**config.mk**
```make
export PLATFORM = sky130hd
export DESIGN_NAME = uart_cmd_bridge
export DESIGN_NICKNAME = d
export VERILOG_FILES = /design/src/logic/uart_cmd_pkg.sv /design/src/logic/baud_timer.sv /design/src/logic/uart_tx_shifter.sv /design/src/logic/uart_rx_sampler.sv /design/src/logic/uart_cmd_ctrl.sv /design/src/logic/uart_cmd_bridge.sv
export SDC_FILE = /design/constraint.sdc
export NUM_CORES = 1
export LEC_CHECK = 0
export BUFFER_PORTS_ARGS = -buffer_cell sky130_fd_sc_hd__buf_2
export CORE_ASPECT_RATIO = 1.2
export CORE_UTILIZATION = 62
export CTS_BUF_LIST = sky130_fd_sc_hd__clkbuf_2
export DETAILED_ROUTE_END_ITERATION = 6
export PLACE_DENSITY_LB_ADDON = 0.3
export SLEW_MARGIN = 20
export SYNTH_ARGS = -nofsm -noshare
export SYNTH_HDL_FRONTEND = slang
export SYNTH_SLANG_ARGS = --single-unit
export TNS_END_PERCENT = 20
```
**constraint.sdc**
```tcl
create_clock -name clk -period 3.07 [get_ports clk]
set_input_delay 0.921 -clock clk [delete_from_list [all_inputs] [get_ports clk]]
set_output_delay 0.921 -clock clk [all_outputs]
set_load 0.1 [all_outputs]
```
**src/logic/uart_cmd_pkg.sv**
```systemverilog
package uart_cmd_pkg;

  // start + 8 data + parity + stop
  localparam int unsigned FRAME_BITS = 11;

  typedef enum logic
  {
    CMD_READ  = 1'b0,
    CMD_WRITE = 1'b1
  } cmd_op_e;

  // host command word, bit 15 is the direction
  typedef struct packed
  {
    cmd_op_e    rw;
    logic [6:0] addr;
    logic [7:0] wdata;
  } cmd_t;

  typedef struct packed
  {
    logic [7:0] data;
    logic       parity_err;  // odd parity check failed
    logic       stop_err;    // stop bit sampled as 0
    logic       timeout;     // no start bit within the reply window
  } rd_resp_t;

  typedef enum logic [2:0]
  {
    ST_IDLE      = 3'd0,
    ST_SEND_HI   = 3'd1,
    ST_GAP       = 3'd2,
    ST_SEND_LO   = 3'd3,
    ST_WAIT_RESP = 3'd4,
    ST_RECV      = 3'd5,
    ST_DONE      = 3'd6
  } ctrl_state_e;

endpackage

```
**src/logic/baud_timer.sv**
```systemverilog
`timescale 1ns/1ps

module baud_timer #(
  parameter int CLKS_PER_BIT = 434
) (
  input  logic       clk,
  input  logic       rst_n,
  input  logic       tick_run,
  output logic       bit_tick,
  input  logic       load,
  input  logic [7:0] load_bits,
  output logic       expired
);

  localparam int DW = (CLKS_PER_BIT > 1) ? $clog2(CLKS_PER_BIT) : 1;
  localparam logic [DW-1:0] DIV_LAST = DW'(CLKS_PER_BIT - 1);

  logic [DW-1:0] div_cnt;
  logic [7:0]    bits_left;

  assign bit_tick = tick_run && (div_cnt == DIV_LAST);
  assign expired  = bit_tick && (bits_left == 8'd1);  // last counted bit period

  always_ff @(posedge clk or negedge rst_n)
  begin
    if (!rst_n)
      div_cnt <= '0;
    else if (!tick_run || bit_tick)
      div_cnt <= '0;  // phase restarts whenever the divider is stopped
    else
      div_cnt <= div_cnt + 1'b1;
  end

  always_ff @(posedge clk or negedge rst_n)
  begin
    if (!rst_n)
      bits_left <= 8'd0;
    else if (!tick_run)
      bits_left <= 8'd0;
    else if (load)
      bits_left <= load_bits;  // a tick in the load cycle is not counted
    else if (bit_tick && (bits_left != 8'd0))
      bits_left <= bits_left - 8'd1;
  end

endmodule

```
**src/logic/uart_tx_shifter.sv**
```systemverilog
`timescale 1ns/1ps

module uart_tx_shifter (
  input  logic       clk,
  input  logic       rst_n,
  input  logic       bit_tick,
  input  logic       tx_start,
  input  logic [7:0] tx_byte,
  output logic       tx,
  output logic       tx_done
);
  import uart_cmd_pkg::*;

  localparam logic [3:0] LAST_BIT = 4'(FRAME_BITS - 1);

  logic [FRAME_BITS-1:0] shreg;
  logic [3:0]            bit_cnt;
  logic                  busy;
  logic                  parity;

  assign parity  = ~^tx_byte;  // makes data plus parity odd
  assign tx      = shreg[0];
  assign tx_done = busy && bit_tick && (bit_cnt == LAST_BIT);

  always_ff @(posedge clk or negedge rst_n)
  begin
    if (!rst_n)
    begin
      shreg   <= '1;  // line idles high
      bit_cnt <= 4'd0;
      busy    <= 1'b0;
    end
    else if (tx_start)
    begin
      shreg   <= {1'b1, parity, tx_byte, 1'b0};
      bit_cnt <= 4'd0;
      busy    <= 1'b1;
    end
    else if (busy && bit_tick)
    begin
      shreg <= {1'b1, shreg[FRAME_BITS-1:1]};  // refill with idle level
      if (bit_cnt == LAST_BIT)
      begin
        busy    <= 1'b0;
        bit_cnt <= 4'd0;
      end
      else
        bit_cnt <= bit_cnt + 4'd1;
    end
  end

endmodule

```
**src/logic/uart_rx_sampler.sv**
```systemverilog
`timescale 1ns/1ps

module uart_rx_sampler #(
  parameter int CLKS_PER_BIT = 434
) (
  input  logic                   clk,
  input  logic                   rst_n,
  input  logic                   rx,
  input  logic                   rx_arm,
  output logic                   rx_busy,
  output logic                   rx_done,
  output uart_cmd_pkg::rd_resp_t rx_result
);
  import uart_cmd_pkg::*;

  localparam int PW = (CLKS_PER_BIT > 1) ? $clog2(CLKS_PER_BIT) : 1;
  localparam logic [PW-1:0] PH_LAST = PW'(CLKS_PER_BIT - 1);
  localparam logic [PW-1:0] PH_MID  = PW'(CLKS_PER_BIT / 2);
  localparam logic [PW-1:0] PH_ONE  = PW'(1);
  localparam logic [3:0] PAR_IDX    = 4'(FRAME_BITS - 2);
  localparam logic [3:0] STOP_IDX   = 4'(FRAME_BITS - 1);

  logic          rx_s1;
  logic          rx_s2;
  logic          rx_prev;
  logic [PW-1:0] phase;
  logic [3:0]    bit_idx;
  logic [7:0]    data_sh;
  logic          par_acc;
  logic          start_seen;
  logic          mid;

  assign start_seen = rx_arm && !rx_busy && rx_prev && !rx_s2;
  assign mid        = rx_busy && (phase == PH_MID);

  always_ff @(posedge clk or negedge rst_n)
  begin
    if (!rst_n)
    begin
      rx_s1   <= 1'b1;
      rx_s2   <= 1'b1;
      rx_prev <= 1'b1;
    end
    else
    begin
      rx_s1   <= rx;
      rx_s2   <= rx_s1;
      rx_prev <= rx_s2;  // edge detect only
    end
  end

  always_ff @(posedge clk or negedge rst_n)
  begin
    if (!rst_n)
    begin
      rx_busy <= 1'b0;
      rx_done <= 1'b0;
      phase   <= '0;
      bit_idx <= 4'd0;
    end
    else
    begin
      rx_done <= 1'b0;
      if (!rx_arm)
        rx_busy <= 1'b0;
      else if (start_seen)
      begin
        rx_busy <= 1'b1;
        phase   <= PH_ONE;  // edge cycle counts as phase 0
        bit_idx <= 4'd0;
      end
      else if (rx_busy)
      begin
        phase <= (phase == PH_LAST) ? '0 : phase + PH_ONE;
        if (mid)
        begin
          bit_idx <= bit_idx + 4'd1;
          if ((bit_idx == 4'd0) && rx_s2)
            rx_busy <= 1'b0;  // glitch, not a start bit
          else if (bit_idx == STOP_IDX)
          begin
            rx_busy <= 1'b0;
            rx_done <= 1'b1;
          end
        end
      end
    end
  end

  always_ff @(posedge clk)
  begin
    if (start_seen)
      par_acc <= 1'b0;
    else if (mid)
    begin
      if ((bit_idx != 4'd0) && (bit_idx < PAR_IDX))
        data_sh <= {rx_s2, data_sh[7:1]};  // lsb arrives first
      if ((bit_idx != 4'd0) && (bit_idx <= PAR_IDX))
        par_acc <= par_acc ^ rx_s2;
      if (bit_idx == STOP_IDX)
      begin
        rx_result.data       <= data_sh;
        rx_result.parity_err <= ~par_acc;
        rx_result.stop_err   <= ~rx_s2;
        rx_result.timeout    <= 1'b0;
      end
    end
  end

endmodule

```
**src/logic/uart_cmd_ctrl.sv**
```systemverilog
`timescale 1ns/1ps

module uart_cmd_ctrl #(
  parameter int GAP_BITS          = 4,
  parameter int RESP_TIMEOUT_BITS = 32
) (
  input  logic                   clk,
  input  logic                   rst_n,
  input  logic                   cmd_vld,
  input  uart_cmd_pkg::cmd_t     cmd,
  output logic                   cmd_rdy,
  output logic                   tick_run,
  output logic                   load,
  output logic [7:0]             load_bits,
  input  logic                   expired,
  output logic                   tx_start,
  output logic [7:0]             tx_byte,
  input  logic                   tx_done,
  output logic                   rx_arm,
  input  logic                   rx_busy,
  input  logic                   rx_done,
  input  uart_cmd_pkg::rd_resp_t rx_result,
  output logic                   read_rdy,
  output uart_cmd_pkg::rd_resp_t read_resp
);
  import uart_cmd_pkg::*;

  localparam logic [7:0] GAP_LOAD  = 8'(GAP_BITS);
  localparam logic [7:0] RESP_LOAD = 8'(RESP_TIMEOUT_BITS);
  localparam rd_resp_t TIMEOUT_RESP = '{
    data:       8'h00,
    parity_err: 1'b0,
    stop_err:   1'b0,
    timeout:    1'b1
  };

  ctrl_state_e state;
  ctrl_state_e state_nx;
  cmd_t        cmd_q;
  cmd_op_e     op;
  logic        is_write;
  logic        accept;
  logic        start_hi;

  assign accept   = cmd_vld && cmd_rdy;
  assign op       = cmd_q.rw;
  assign is_write = (op == CMD_WRITE);

  assign cmd_rdy  = (state == ST_IDLE);
  // divider starts with the start bit so ticks line up with frame bits
  assign tick_run = ((state == ST_SEND_HI) && !start_hi) || (state == ST_GAP) ||
                    (state == ST_SEND_LO) || (state == ST_WAIT_RESP);
  assign load      = (state == ST_SEND_HI) && tx_done;
  assign load_bits = is_write ? GAP_LOAD : RESP_LOAD;
  assign tx_start  = start_hi || ((state == ST_GAP) && expired);
  assign tx_byte   = (state == ST_GAP) ? cmd_q.wdata : {cmd_q.rw, cmd_q.addr};
  assign rx_arm    = (state == ST_WAIT_RESP) || (state == ST_RECV);

  always_comb
  begin
    state_nx = state;
    case (state)
      ST_IDLE:
        if (accept)
          state_nx = ST_SEND_HI;
      ST_SEND_HI:
        if (tx_done)
          state_nx = is_write ? ST_GAP : ST_WAIT_RESP;
      ST_GAP:
        if (expired)
          state_nx = ST_SEND_LO;
      ST_SEND_LO:
        if (tx_done)
          state_nx = ST_DONE;
      ST_WAIT_RESP:
        if (rx_busy)
          state_nx = ST_RECV;  // reply frame has begun
        else if (expired)
          state_nx = ST_DONE;
      ST_RECV:
        if (rx_done || !rx_busy)
          state_nx = ST_DONE;
      ST_DONE:
        if (is_write || read_rdy)
          state_nx = ST_IDLE;  // reads stay one more cycle for read_rdy
      default:
        state_nx = ST_IDLE;
    endcase
  end

  always_ff @(posedge clk or negedge rst_n)
  begin
    if (!rst_n)
    begin
      state    <= ST_IDLE;
      start_hi <= 1'b0;
      read_rdy <= 1'b0;
    end
    else
    begin
      state    <= state_nx;
      start_hi <= accept;
      read_rdy <= (state == ST_DONE) && !is_write && !read_rdy;
    end
  end

  always_ff @(posedge clk)
  begin
    if (accept)
      cmd_q <= cmd;
    if ((state == ST_WAIT_RESP) && !rx_busy && expired)
      read_resp <= TIMEOUT_RESP;
    else if ((state == ST_RECV) && rx_done)
    begin
      read_resp <= '{
        data:       rx_result.data,
        parity_err: rx_result.parity_err,
        stop_err:   rx_result.stop_err,
        timeout:    1'b0
      };
    end
    else if ((state == ST_RECV) && !rx_busy)
      read_resp <= TIMEOUT_RESP;  // start bit was rejected
  end

endmodule

```
**src/logic/uart_cmd_bridge.sv**
```systemverilog
`timescale 1ns/1ps

module uart_cmd_bridge #(
  parameter int CLKS_PER_BIT      = 434,
  parameter int GAP_BITS          = 4,
  parameter int RESP_TIMEOUT_BITS = 32
) (
  input  logic                   clk,
  input  logic                   rst_n,
  input  logic                   cmd_vld,
  input  uart_cmd_pkg::cmd_t     cmd,
  output logic                   cmd_rdy,
  input  logic                   rx,
  output logic                   tx,
  output logic                   read_rdy,
  output uart_cmd_pkg::rd_resp_t read_resp
);
  import uart_cmd_pkg::*;

  logic       tick_run;
  logic       bit_tick;
  logic       load;
  logic [7:0] load_bits;
  logic       expired;
  logic       tx_start;
  logic [7:0] tx_byte;
  logic       tx_done;
  logic       rx_arm;
  logic       rx_busy;
  logic       rx_done;
  rd_resp_t   rx_result;

  uart_cmd_ctrl #(
    .GAP_BITS          (GAP_BITS),
    .RESP_TIMEOUT_BITS (RESP_TIMEOUT_BITS)
  ) u_ctrl (
    .clk       (clk),
    .rst_n     (rst_n),
    .cmd_vld   (cmd_vld),
    .cmd       (cmd),
    .cmd_rdy   (cmd_rdy),
    .tick_run  (tick_run),
    .load      (load),
    .load_bits (load_bits),
    .expired   (expired),
    .tx_start  (tx_start),
    .tx_byte   (tx_byte),
    .tx_done   (tx_done),
    .rx_arm    (rx_arm),
    .rx_busy   (rx_busy),
    .rx_done   (rx_done),
    .rx_result (rx_result),
    .read_rdy  (read_rdy),
    .read_resp (read_resp)
  );

  baud_timer #(
    .CLKS_PER_BIT (CLKS_PER_BIT)
  ) u_timer (
    .clk       (clk),
    .rst_n     (rst_n),
    .tick_run  (tick_run),
    .bit_tick  (bit_tick),
    .load      (load),
    .load_bits (load_bits),
    .expired   (expired)
  );

  uart_tx_shifter u_tx (
    .clk      (clk),
    .rst_n    (rst_n),
    .bit_tick (bit_tick),
    .tx_start (tx_start),
    .tx_byte  (tx_byte),
    .tx       (tx),
    .tx_done  (tx_done)
  );

  uart_rx_sampler #(
    .CLKS_PER_BIT (CLKS_PER_BIT)
  ) u_rx (
    .clk       (clk),
    .rst_n     (rst_n),
    .rx        (rx),
    .rx_arm    (rx_arm),
    .rx_busy   (rx_busy),
    .rx_done   (rx_done),
    .rx_result (rx_result)
  );

endmodule

```
Yosys cells after proc, flatten, opt, wreduce, memory -nomap -nowiden
Cells that the tools add are included.
{ "totals": {"register_bits": 102, "input_bits": 20, "output_inout_bits": 14, "elab_cells": 155} }
{ "classes": {"n_addsub": 5, "order_cmp": 2, "n_eq_ne": 20, "muxes": 44, "bitwise_logic": 4, "reduce_logical": 53} }
{ "ops": {"columns": ["cell", "n"], "rows": [
  ["2-to-1 mux 11 bit", 4],
  ["2-to-1 mux 9 bit", 4],
  ["2-to-1 mux 8 bit", 4],
  ["2-to-1 mux 3 bit", 9],
  ["2-to-1 mux 4 bit", 6],
  ["logical AND 1 bit", 22],
  ["case mux 3 bit (7 select lines)", 1],
  ["adder 9 x 1 -> 9 bit, second input constant", 2],
  ["equality test 9 bit, second input constant", 2],
  ["2-to-1 mux 1 bit", 15],
  ["nonzero test 2 bit", 5],
  ["equality test 3 bit, second input constant", 3],
  ["equality test 9 x 8 -> 1 bit, second input constant", 1],
  ["AND reduction 3 bit", 3],
  ["adder 4 x 1 -> 4 bit, second input constant", 2],
  ["equality test 4 bit, second input constant", 2],
  ["equality test 8 x 1 -> 1 bit, second input constant", 1],
  ["logical OR 1 bit", 8],
  ["!= test 2 x 1 -> 1 bit, second input constant", 4],
  ["nonzero test 8 bit", 1],
  ["XNOR reduction 8 bit", 1],
  ["subtractor 8 x 1 -> 8 bit, second input constant", 1],
  ["AND reduction 7 bit", 1],
  ["equality test 3 x 2 -> 1 bit, second input constant", 2],
  ["other kinds (14)", 24]
]} }

Logic depth before layout (Yosys ltp)
Gate-level depths: netlist of run 1.
{ "depth": {"depth_word": 11, "mapped_depth": 10, "mapped_depth_nobuf": 8} }

By module
Synthesis of run 1 repeated with hierarchy kept, for this count alone.
{ "hier_totals": {"hier_cells": 430, "hier_area_um2": 4790.8} }
{ "by_module_without_submodules": {"columns": ["mod", "n_inst", "cells_each", "area_per_inst_um2", "seq_area_each_um2"], "rows": [
  ["uart_rx_sampler", 1, 128, 1627.8, 1014.7],
  ["uart_cmd_ctrl", 1, 119, 1405.1, 825.8],
  ["baud_timer", 1, 103, 969.7, 425.4],
  ["uart_tx_shifter", 1, 80, 788.3, 387.9]
]} }

Worst setup path after synthesis of run 1
OpenSTA, ideal clock, no wires.
{ "synth_timing": {"kind": "register to register", "startpoint": "register u_ctrl.state[0]", "endpoint": "register u_ctrl.cmd_q[0] in the netlist's numbering, enable pin", "setup_ns": 0.375, "t_arrival_ns": 3.464, "required_ns": 2.695, "path_slack_ns": -0.768, "stages_incl_launch_ff": 5, "n_path_buf": 2, "period_less_slack_ns": 3.838, "path_cell_list": "dfrtp_1 > buf_2 > buf_2 > nor3_1 > and2_1"} }
{ "synth_between": {"elab_chain_cells": 2} }
{ "synth_rtl": {"columns": ["item", "line", "source"], "rows": [
  ["start: declaration", "uart_cmd_ctrl.sv:37", "ctrl_state_e state;"],
  ["start signal: assignment", "uart_cmd_ctrl.sv:101", "state <= state_nx;"],
  ["logical NOT 3 bit", "uart_cmd_ctrl.sv:49", "assign cmd_rdy = (state == ST_IDLE);"],
  ["via cmd_rdy", "uart_cmd_bridge.sv:12", "output logic cmd_rdy,"],
  ["logical AND 1 bit", "uart_cmd_ctrl.sv:45", "assign accept = cmd_vld && cmd_rdy;"],
  ["via u_ctrl.accept", "uart_cmd_ctrl.sv:42", "logic accept;"],
  ["end signal: assignment", "uart_cmd_ctrl.sv:110", "cmd_q <= cmd;"],
  ["end: declaration", "uart_cmd_ctrl.sv:39", "cmd_t cmd_q;"]
]} }
The timed path passes the listed nets, and every way through them passes these cells.
A chain may end at the register's enable or synchronous reset.

Final worst setup path of run 1
{ "layout_timing": {"startpoint": "register u_ctrl.state[1]", "endpoint": "output port cmd_rdy"} }
{ "layout_between": {"elab_chain_cells": 1} }
{ "layout_rtl": {"columns": ["item", "line"], "rows": [
  ["logical NOT 3 bit", "uart_cmd_ctrl.sv:49"],
  ["end: declaration", "uart_cmd_bridge.sv:12"]
]} }
No other way between the ends.

==> reports/qor.yml, run 1 <==
status: "finished clean"
rsz0062_at_grt: "no"
synth-simple-area-share_pct: 18.1
cts-root-buf: "clkbuf_2"
powerDensity_nw_per_um2: 695
synth_ff_type: "dfrtp_1"
path_max_fanout: 12
cts.path.max_buffers: 2
synth_area_leader_cell: "dfrtp_1"
muxShareOfSynthArea_pct: 3.03
cp-start-kind: "flip-flop"
path_cells: "nor3_2 > buf_2"
hold_path_class: "in -> async"
antenna_cells: 0
route.detailed.wl_per_inst_um: 14.8
cts_tree: "yes"
ir_drop_v: 0.000630
finalNetCount: 496
synth_seq_cells: 101
hpwl_mm: 5.93
worstSkewPairLatency_ns: 0.56
end_kind: "output pin"
die_w_um: 81.5
netlist.area_leader.share_pct: 22.4
yosysWarnings: 0
worst-path-buf-inv: 1
synth-compound-area-share_pct: 10.5
drive_gt1_share_pct: 17.7
clk_pin_slew_ns: 0.29
ioPinCount: 34
syn_inst: 426
combPwrFrac_pct: 32.1
slew_headroom_pct: 49.7
wirelength_mm: 8.28
track_usage_pct: 22.8
r2r_start: "u_timer.bits_left[3]"
numClockSinks: 101
p_seq_share_pct: 51.5
synth_top_family_by_area: "simple AND/OR/NAND/NOR gates"
ant_nets: 0
async_flop_share_pct: 54.5
tightest_slew_ns: 0.747
p_sw_share_pct: 39.1
initial_core_util_pct: 64.6
power.switching_mw: 1.38
crit_slowest_cell: "dfrtp_1"
post-route-util_pct: 69.7
worst-endpoint-required_ns: 2.15
synth_most_common_cell: "nor2_1"
synthAdderAreaFrac_pct: 3.46
synth_edf_count: 34
post_cts_buffers: 0
die_area_um2: 7940
finalWeightedCongestion: 0.833
finalNonFillerCells: 558
min_period_ns: 2.77
viasPerCell: 5.79
first_pass_iters: 4
avgSynthCellArea_um2: 11.0
cts_max_level: 3
fin_setup_tns_ns: 0
die_y_um: 97.4
core_um2: 7270
grt-ovfl-total: 0
setup_viol: 0
clock_power_share_pct: 16.4
yosys-top-cells-area: "dfrtp_1 22%, edfxtp_1 22%, dfstp_2 7.3%"
path_class: "reg -> out"
rows: 34
grt_pass1_vias: 3144
numCtsBuffers: 9
grt_pass1_wl_mm: 13.9
drv_slew: 0
max_freq_ghz: 0.360
yosysUniqueCellTypes: 55
finalClockSkew_ns: 0.0345
leakagePower_nw: 2.12
cp.arrival_ns: 1.85
synthToLayoutAreaGrowth_pct: 7.85
io_buffers: 33
max_stage_delay_ns: 0.57
crit_start: "u_ctrl.state[1]"
hold_violations: 0
dp.cells: 542
total_power_mw: 3.52
first_iter_violations: 155
synth-xor-area-share_pct: 5.77
drc: 0
max-cap-violations: 0
netlist_area_um2: 4700
p_int_mw: 2.15
synth_common_cells: "60 x nor2_1, 42 x dfrtp_1, 34 x edfxtp_1"
grt_max_degree: 25
antenna_found_initial: 0
synth_seq_area_share_pct: 56.4
ctsResizeCount: 0
vias: 3230
timing.final.crit_share_pct: 90.4
critPathTopFamily: "flip-flops"
syn-num-nets: 459
holdBufCountCts: 0
[through the flow]
| step | instance area (um2) | setup WS, ns | hold WS (ns) |
|---|---|---|---|
| after detailed placement | 4970 | 0.779 | 0.348 |
| after floorplan | 4710 | 0.155 | 0.345 |
| after CTS | 5070 | 0.289 | 0.281 |
| final | 5070 | 0.296 | 0.287 |
| after global placement | 4970 | 0.816 | 0.345 |
| after global routing | 5070 | 0.212 | 0.279 |
[state kept, by name (all words and copies together), names as in the netlist]
name,flops
u_ctrl.cmd_q,15
u_ctrl.read_resp,11
u_rx.rx_result,10
u_tx.shreg,10
u_rx.phase,9
u_timer.div_cnt,9
u_rx.data_sh,8
u_timer.bits_left,8
u_rx.bit_idx,4
u_tx.bit_cnt,4
u_ctrl.state,3
u_ctrl.is_write,1
u_ctrl.read_rdy,1
u_ctrl.start_hi,1
u_rx.par_acc,1
u_rx.rx_busy,1
u_rx.rx_done,1
u_rx.rx_prev,1
u_rx.rx_s1,1
u_rx.rx_s2,1
u_tx.busy,1
[power groups by stage]
stage                     logic [mW]  registers [mW]  clock network, mW
after floorplan                0.898            1.82                  0
after global placement          1.09            1.83                  0
after detailed placement        1.12            1.84                  0
after CTS                       1.13            1.81              0.591
after global routing            1.24            1.84              0.642
final                           1.13            1.81              0.578
[logic make-up (layout without fill, tap and decap cells)]
| family | after synthesis | after routing |
|---|---|---|
| AND/OR/NAND/NOR | 167 | 167 |
| flip-flops | 101 | 101 |
| AO/OA/AOI/OAI | 72 | 72 |
| XOR/XNOR | 31 | 31 |
| buffers and inverters | 28 | 70 |
| multiplexers | 14 | 14 |
| adder cells (fa/ha/maj) | 13 | 13 |
[routing by layer]
layer / vias to the layer above / global-route usage (%) / routed length [um]
met5: - / 0 / 0
met4: 0 / 8.10 / 119
met3: 14 / 4.69 / 375
met2: 94 / 36.5 / 4190
met1: 1541 / 30.6 / 3600
li1: 1581 / - / -
[final cells by class]
type	instances	area (um2)
Fill cell	515	2200
Sequential cell	101	2650
Inverter	13	48.8
Clock buffer	9	45.0
Multi-Input combinational cell	297	1930
Clock inverter	7	53.8
Tap cell	90	113
Timing Repair Buffer	41	225
[path summary, 6_finish.rpt]
path	end	slack (ns)	depth (start not counted)
max in group asynchronous	u_tx.shreg[4]	2.05	2
hold reg to reg	u_rx.rx_s2	0.38	0
hold / removal	u_rx.phase[3]	0.29	1
setup reg to reg	u_tx.shreg[4]	0.72	6
setup / recovery	cmd_rdy	0.30	2
min in group clk	u_rx.rx_s2	0.38	0
[layout by cell type, fill, tap and decap left out, types with 3 or more instances in the layout]
master,Yosys,layout
xnor2_1,16,16
nand3b_1,3,3
a22oi_1,10,10
mux2i_1,12,12
and4_1,3,3
or3_1,4,4
and2_1,3,3
a21o_1,3,3
o21ai_0,11,11
nor2b_1,10,10
nand4_1,10,10
nor2_1,60,60
nor4_1,4,4
buf_2,8,33
dfstp_2,13,13
a211oi_1,5,5
inv_6,0,3
clkbuf_2,0,9
nand2_1,32,32
inv_1,13,13
ha_1,13,13
nor3_1,9,8
xor2_1,15,15
nand3_1,11,11
a21oi_1,21,21
a211oi_2,3,3
buf_4,1,8
nand2b_1,5,5
edfxtp_1,34,34
o211ai_1,4,4
dfxtp_1,12,12
dfrtp_1,42,42
No activity file was read; power rests on OpenSTA's default activity.
==> run 2: changes to the inputs <==
--- a/config.mk
+++ b/config.mk
@@ -7,7 +7,7 @@
 export LEC_CHECK = 0
 export BUFFER_PORTS_ARGS = -buffer_cell sky130_fd_sc_hd__buf_2
 export CORE_ASPECT_RATIO = 1.2
-export CORE_UTILIZATION = 62
+export CORE_UTILIZATION = 30
 export CTS_BUF_LIST = sky130_fd_sc_hd__clkbuf_2
 export DETAILED_ROUTE_END_ITERATION = 6
 export PLACE_DENSITY_LB_ADDON = 0.3
==> run 2 against run 1 <==
  * Sequential power about the same
  * Clock power increased by 21%
  * Non-clock buffer count decreased by 2
  * Global-route usage decreased by 11 points
  * Via count decreased by 3.7%
==> reports/qor.yml, run 2 (synthesized netlist as in run 1, its figures left out) <==
initial_core_util_pct: 31.1
grt_max_degree: 31
path_cells: "nor3_2 > buf_2"
finalNonFillerCells: 670
grt_pass1_vias: 2999
powerDensity_nw_per_um2: 690
grt-ovfl-total: 0
die_area_um2: 16200
synthToLayoutAreaGrowth_pct: 11.6
largest_reg_flops: 15
path_class: "reg -> out"
combPwrFrac_pct: 30.6
finalWeightedCongestion: 0.771
post-route-util_pct: 34.6
first_iter_violations: 197
drc: 0
cts_max_level: 3
route.detailed.wl_per_inst_um: 12.9
worst-endpoint-required_ns: 2.15
final_common_cell: "nor2_1"
path_max_fanout: 12
ctsResizeCount: 0
finalNetCount: 494
critPathTopFamily: "flip-flops"
cts-root-buf: "clkbuf_2"
viasPerCell: 4.64
hold_path_class: "in -> async"
holdBufCountCts: 0
fin_setup_tns_ns: 0
place_ws_ns: 0.744
ir_drop_v: 0.000563
final_cell_mix: "60 x nor2_1, 42 x dfrtp_1, 34 x edfxtp_1"
p_sw_share_pct: 38.1
cp.arrival_ns: 1.92
worst-path-buf-inv: 1
grt_pass1_wl_mm: 14.7
die_w_um: 116
ant_nets: 0
num-fill-cells: 1531
hpwl_mm: 6.20
core_um2: 15100
first_pass_iters: 4
numClockSinks: 101
critical_path_depth: 2
vias: 3110
reg2reg_depth: 6
end_kind: "output pin"
numCtsBuffers: 9
ioPinCount: 34
holdWs_ns: 0.261
post_cts_buffers: 0
leakagePower_nw: 2.13
die_y_um: 139
track_usage_pct: 11.8
antenna_cells: 0
min_period_ns: 2.84
clock_power_share_pct: 19.4
reg_top3: "u_ctrl.cmd_q x15, u_ctrl.read_resp x11"
wirelength_mm: 8.62
dp.cells: 654
largest-register: "u_ctrl.cmd_q"
max_stage_delay_ns: 0.58
tightest_slew_ns: 0.666
setup_viol: 0
drv_slew: 0
drive_gt1_share_pct: 17.6
finalClockSkew_ns: 0.0364
rsz0062_at_grt: "no"
slew_headroom_pct: 55.1
p_seq_share_pct: 50.1
max-cap-violations: 0
io_buffers: 33
cts.path.max_buffers: 2
power.switching_mw: 1.38
crit_slowest_cell: "dfrtp_1"
antenna_found_initial: 0
timing.final.crit_share_pct: 92.5
cp-start-kind: "flip-flop"
p_int_mw: 2.24
hold_violations: 0
worstSkewPairLatency_ns: 0.64
cts_tree: "yes"
rows: 49
status: "finished clean"
max_freq_ghz: 0.352
clk_pin_slew_ns: 0.31
final.setup.worst_slack_ns: 0.231
run 2: changes by cell type in the layout (fill, tap and decap cells not counted), sizes merged:
cell | previous run | this run
buf | 41 | 39
bufinv | 0 | 1
clkinv | 2 | 1
run 2: path summary, 6_finish.rpt:
check | start | end | slack, ns
setup / recovery | u_ctrl.state[1] | cmd_rdy | 0.23
hold / removal | rst_n | u_rx.phase[6] | 0.26
setup reg to reg | u_timer.bits_left[2] | u_tx.shreg[1] | 0.73
hold reg to reg | u_rx.rx_s1 | u_rx.rx_s2 | 0.38
max in group asynchronous | rst_n | u_tx.shreg[2] | 2.11
min in group clk | rx | u_rx.rx_s1 | 0.36
run 2: layout make-up:
type,count,area [um2],area share [%]
sequential,101,2650,50.6
clock buffer,9,45.0,0.859
timing repair buffer,39,223,4.25
inverter,13,48.8,0.930
multi-input combinational,297,1930,36.8
tap,204,255,4.87
clock inverter,7,88.8,1.69
run 2: metal layers:
metal | vias up | part of all wire (%) | track usage [%]
met3 | 13 | 4.3 | 3.32
met1 | 1448 | 46 | 15.1
li1 | 1578 | - | -
met2 | 71 | 48 | 18.5
met5 | - | 0 | 0
met4 | 0 | 2.1 | 4.66
run 2: through the flow:
stage | power (mW) | area (um2)
2_1_floorplan | 2.71 | 4710
3_3_place_gp | 2.94 | 5110
3_5_place_dp | 2.96 | 5110
4_1_cts | 3.69 | 5250
5_1_grt | 3.89 | 5250
6_report | 3.62 | 5250
run 2: power groups by stage:
stage	Clock [mW]	Combinational [mW]	Sequential, mW
after floorplan	0	0.898	1.82
after global placement	0	1.11	1.84
after detailed placement	0	1.12	1.84
after CTS	0.744	1.13	1.82
after global routing	0.792	1.25	1.85
final	0.701	1.11	1.81
==> run 3: changes to the inputs <==
--- a/config.mk
+++ b/config.mk
@@ -7,7 +7,7 @@
 export LEC_CHECK = 0
 export BUFFER_PORTS_ARGS = -buffer_cell sky130_fd_sc_hd__buf_2
 export CORE_ASPECT_RATIO = 1.2
-export CORE_UTILIZATION = 30
+export CORE_UTILIZATION = 45
 export CTS_BUF_LIST = sky130_fd_sc_hd__clkbuf_2
 export DETAILED_ROUTE_END_ITERATION = 6
 export PLACE_DENSITY_LB_ADDON = 0.3
==> run 3 against run 2 <==
  * Worst setup slack improved by 0.11 ns
  * Hold slack got worse by 0.014 ns
  * Clock skew is 0.0037 ns higher
  * Count of clock-buffer cells in the layout is the same
  * Utilization grew 16 points
  * Flip-flop and latch count unchanged
  * Via count up 2.9%
  * Largest cell class unchanged
  * Cell count decreased by 12%
  * Non-clock buffer count down 1
==> reports/qor.yml, run 3 (synthesized netlist as in run 1, its figures left out) <==
hold_path_class: "in -> async"
drc: 0
place_ws_ns: 0.693
power.switching_mw: 1.39
slew_headroom_pct: 48.3
die_w_um: 95.3
ir_drop_v: 0.000529
cts_max_level: 3
numCtsBuffers: 9
first_pass_iters: 4
worstSkewPairLatency_ns: 0.58
p_sw_share_pct: 39.2
p_int_mw: 2.16
reg2reg_depth: 5
vias: 3201
core_um2: 10100
final.setup.worst_slack_ns: 0.343
drive_gt1_share_pct: 17.4
finalWeightedCongestion: 0.880
hold_violations: 0
drv_slew: 0
worst-endpoint-required_ns: 2.15
clk_pin_slew_ns: 0.32
synthToLayoutAreaGrowth_pct: 9.05
cts.path.max_buffers: 2
clock_power_share_pct: 17.8
path_class: "reg -> out"
die_area_um2: 10900
track_usage_pct: 17.0
antenna_cells: 0
rsz0062_at_grt: "no"
holdBufCountCts: 0
setup_viol: 0
powerDensity_nw_per_um2: 693
ant_nets: 0
viasPerCell: 5.42
route.detailed.wl_per_inst_um: 14.2
initial_core_util_pct: 46.5
grt_pass1_wl_mm: 14.2
max_freq_ghz: 0.367
finalClockSkew_ns: 0.0401
combPwrFrac_pct: 31.1
numClockSinks: 101
grt-ovfl-total: 0
finalNetCount: 493
rows: 40
cp-start-kind: "flip-flop"
max-cap-violations: 0
first_iter_violations: 211
tightest_slew_ns: 0.767
wirelength_mm: 8.41
largest-register: "u_ctrl.cmd_q"
post_cts_buffers: 0
io_buffers: 33
largest_reg_flops: 15
die_y_um: 114
ctsResizeCount: 0
p_seq_share_pct: 51.1
status: "finished clean"
grt_max_degree: 35
reg_top3: "u_ctrl.cmd_q x15, u_ctrl.read_resp x11"
min_period_ns: 2.73
max_stage_delay_ns: 0.57
timing.final.crit_share_pct: 88.8
ioPinCount: 34
total_power_mw: 3.55
cp.arrival_ns: 1.81
final_cell_mix: "60 x nor2_1, 42 x dfrtp_1, 34 x edfxtp_1"
cts-root-buf: "clkbuf_2"
cts_tree: "yes"
leakagePower_nw: 2.12
end_kind: "output pin"
path_max_fanout: 12
final_common_cell: "nor2_1"
fin_setup_tns_ns: 0
crit_slowest_cell: "dfrtp_1"
hpwl_mm: 6.04
rrSetupSlack_ns: 0.68
grt_pass1_vias: 3097
path_cells: "nor3_2 > buf_2"
antenna_found_initial: 0
run 3: changes by cell type in the layout (fill, tap and decap cells not counted), sizes merged:
cell and change:
buf -1, bufinv -1, clkinv +1
run 3: per-stage QoR:
step | hold WS, ns | util (%) | std cells | instance area (um2)
global route | 0.224 | 50.7 | 591 | 5130
detailed placement | 0.351 | 49.5 | 575 | 5010
global placement | 0.348 | 49.5 | 575 | 5010
finish | 0.247 | 50.7 | 591 | 5130
CTS | 0.223 | 50.7 | 591 | 5130
floorplan | 0.345 | - | 426 | 4710
run 3: cell type report:
| type | count | area (um2) |
|---|---|---|
| repair buffers | 38 | 215 |
| multi-input cells | 297 | 1930 |
| inverters | 13 | 48.8 |
| well taps | 126 | 158 |
| clock inverters | 7 | 75.1 |
| fillers | 900 | 4980 |
| flip-flops and latches | 101 | 2650 |
| clock buffers | 9 | 45.0 |
run 3: layer usage:
layer | track usage, % | wire length [um] | part of all wire [%] | vias to the layer above
met5 | 0 | 0 | 0 | -
met4 | 7.17 | 86 | 1.0 | 0
met3 | 3.47 | 278 | 3.3 | 8
met2 | 27.3 | 4180 | 50 | 70
met1 | 22.3 | 3870 | 46 | 1545
li1 | - | - | - | 1578
run 3: power groups by stage:
stage	combinational [mW]	clock (mW)	sequential [mW]
floorplan	0.898	0	1.82
global placement	1.09	0	1.83
detailed placement	1.11	0	1.84
CTS	1.11	0.658	1.81
global route	1.22	0.714	1.85
finish	1.10	0.633	1.82
run 3: worst paths after layout:
check,endpoint,startpoint
max,cmd_rdy,u_ctrl.state[1]
min,u_rx.bit_idx[2],rst_n
max reg2reg,u_rx.data_sh[3],u_rx.phase[1]
min reg2reg,u_rx.rx_s2,u_rx.rx_s1
max in group asynchronous,u_tx.shreg[9],rst_n
min in group clk,u_rx.rx_s2,u_rx.rx_s1
run 3: worst max-delay path, delay by kind of cell (launching register included):
family	cells	cell delay [ns]
buffers and inverters	1	0.46
AND/OR/NAND/NOR	1	0.23
flip-flops	1	0.57
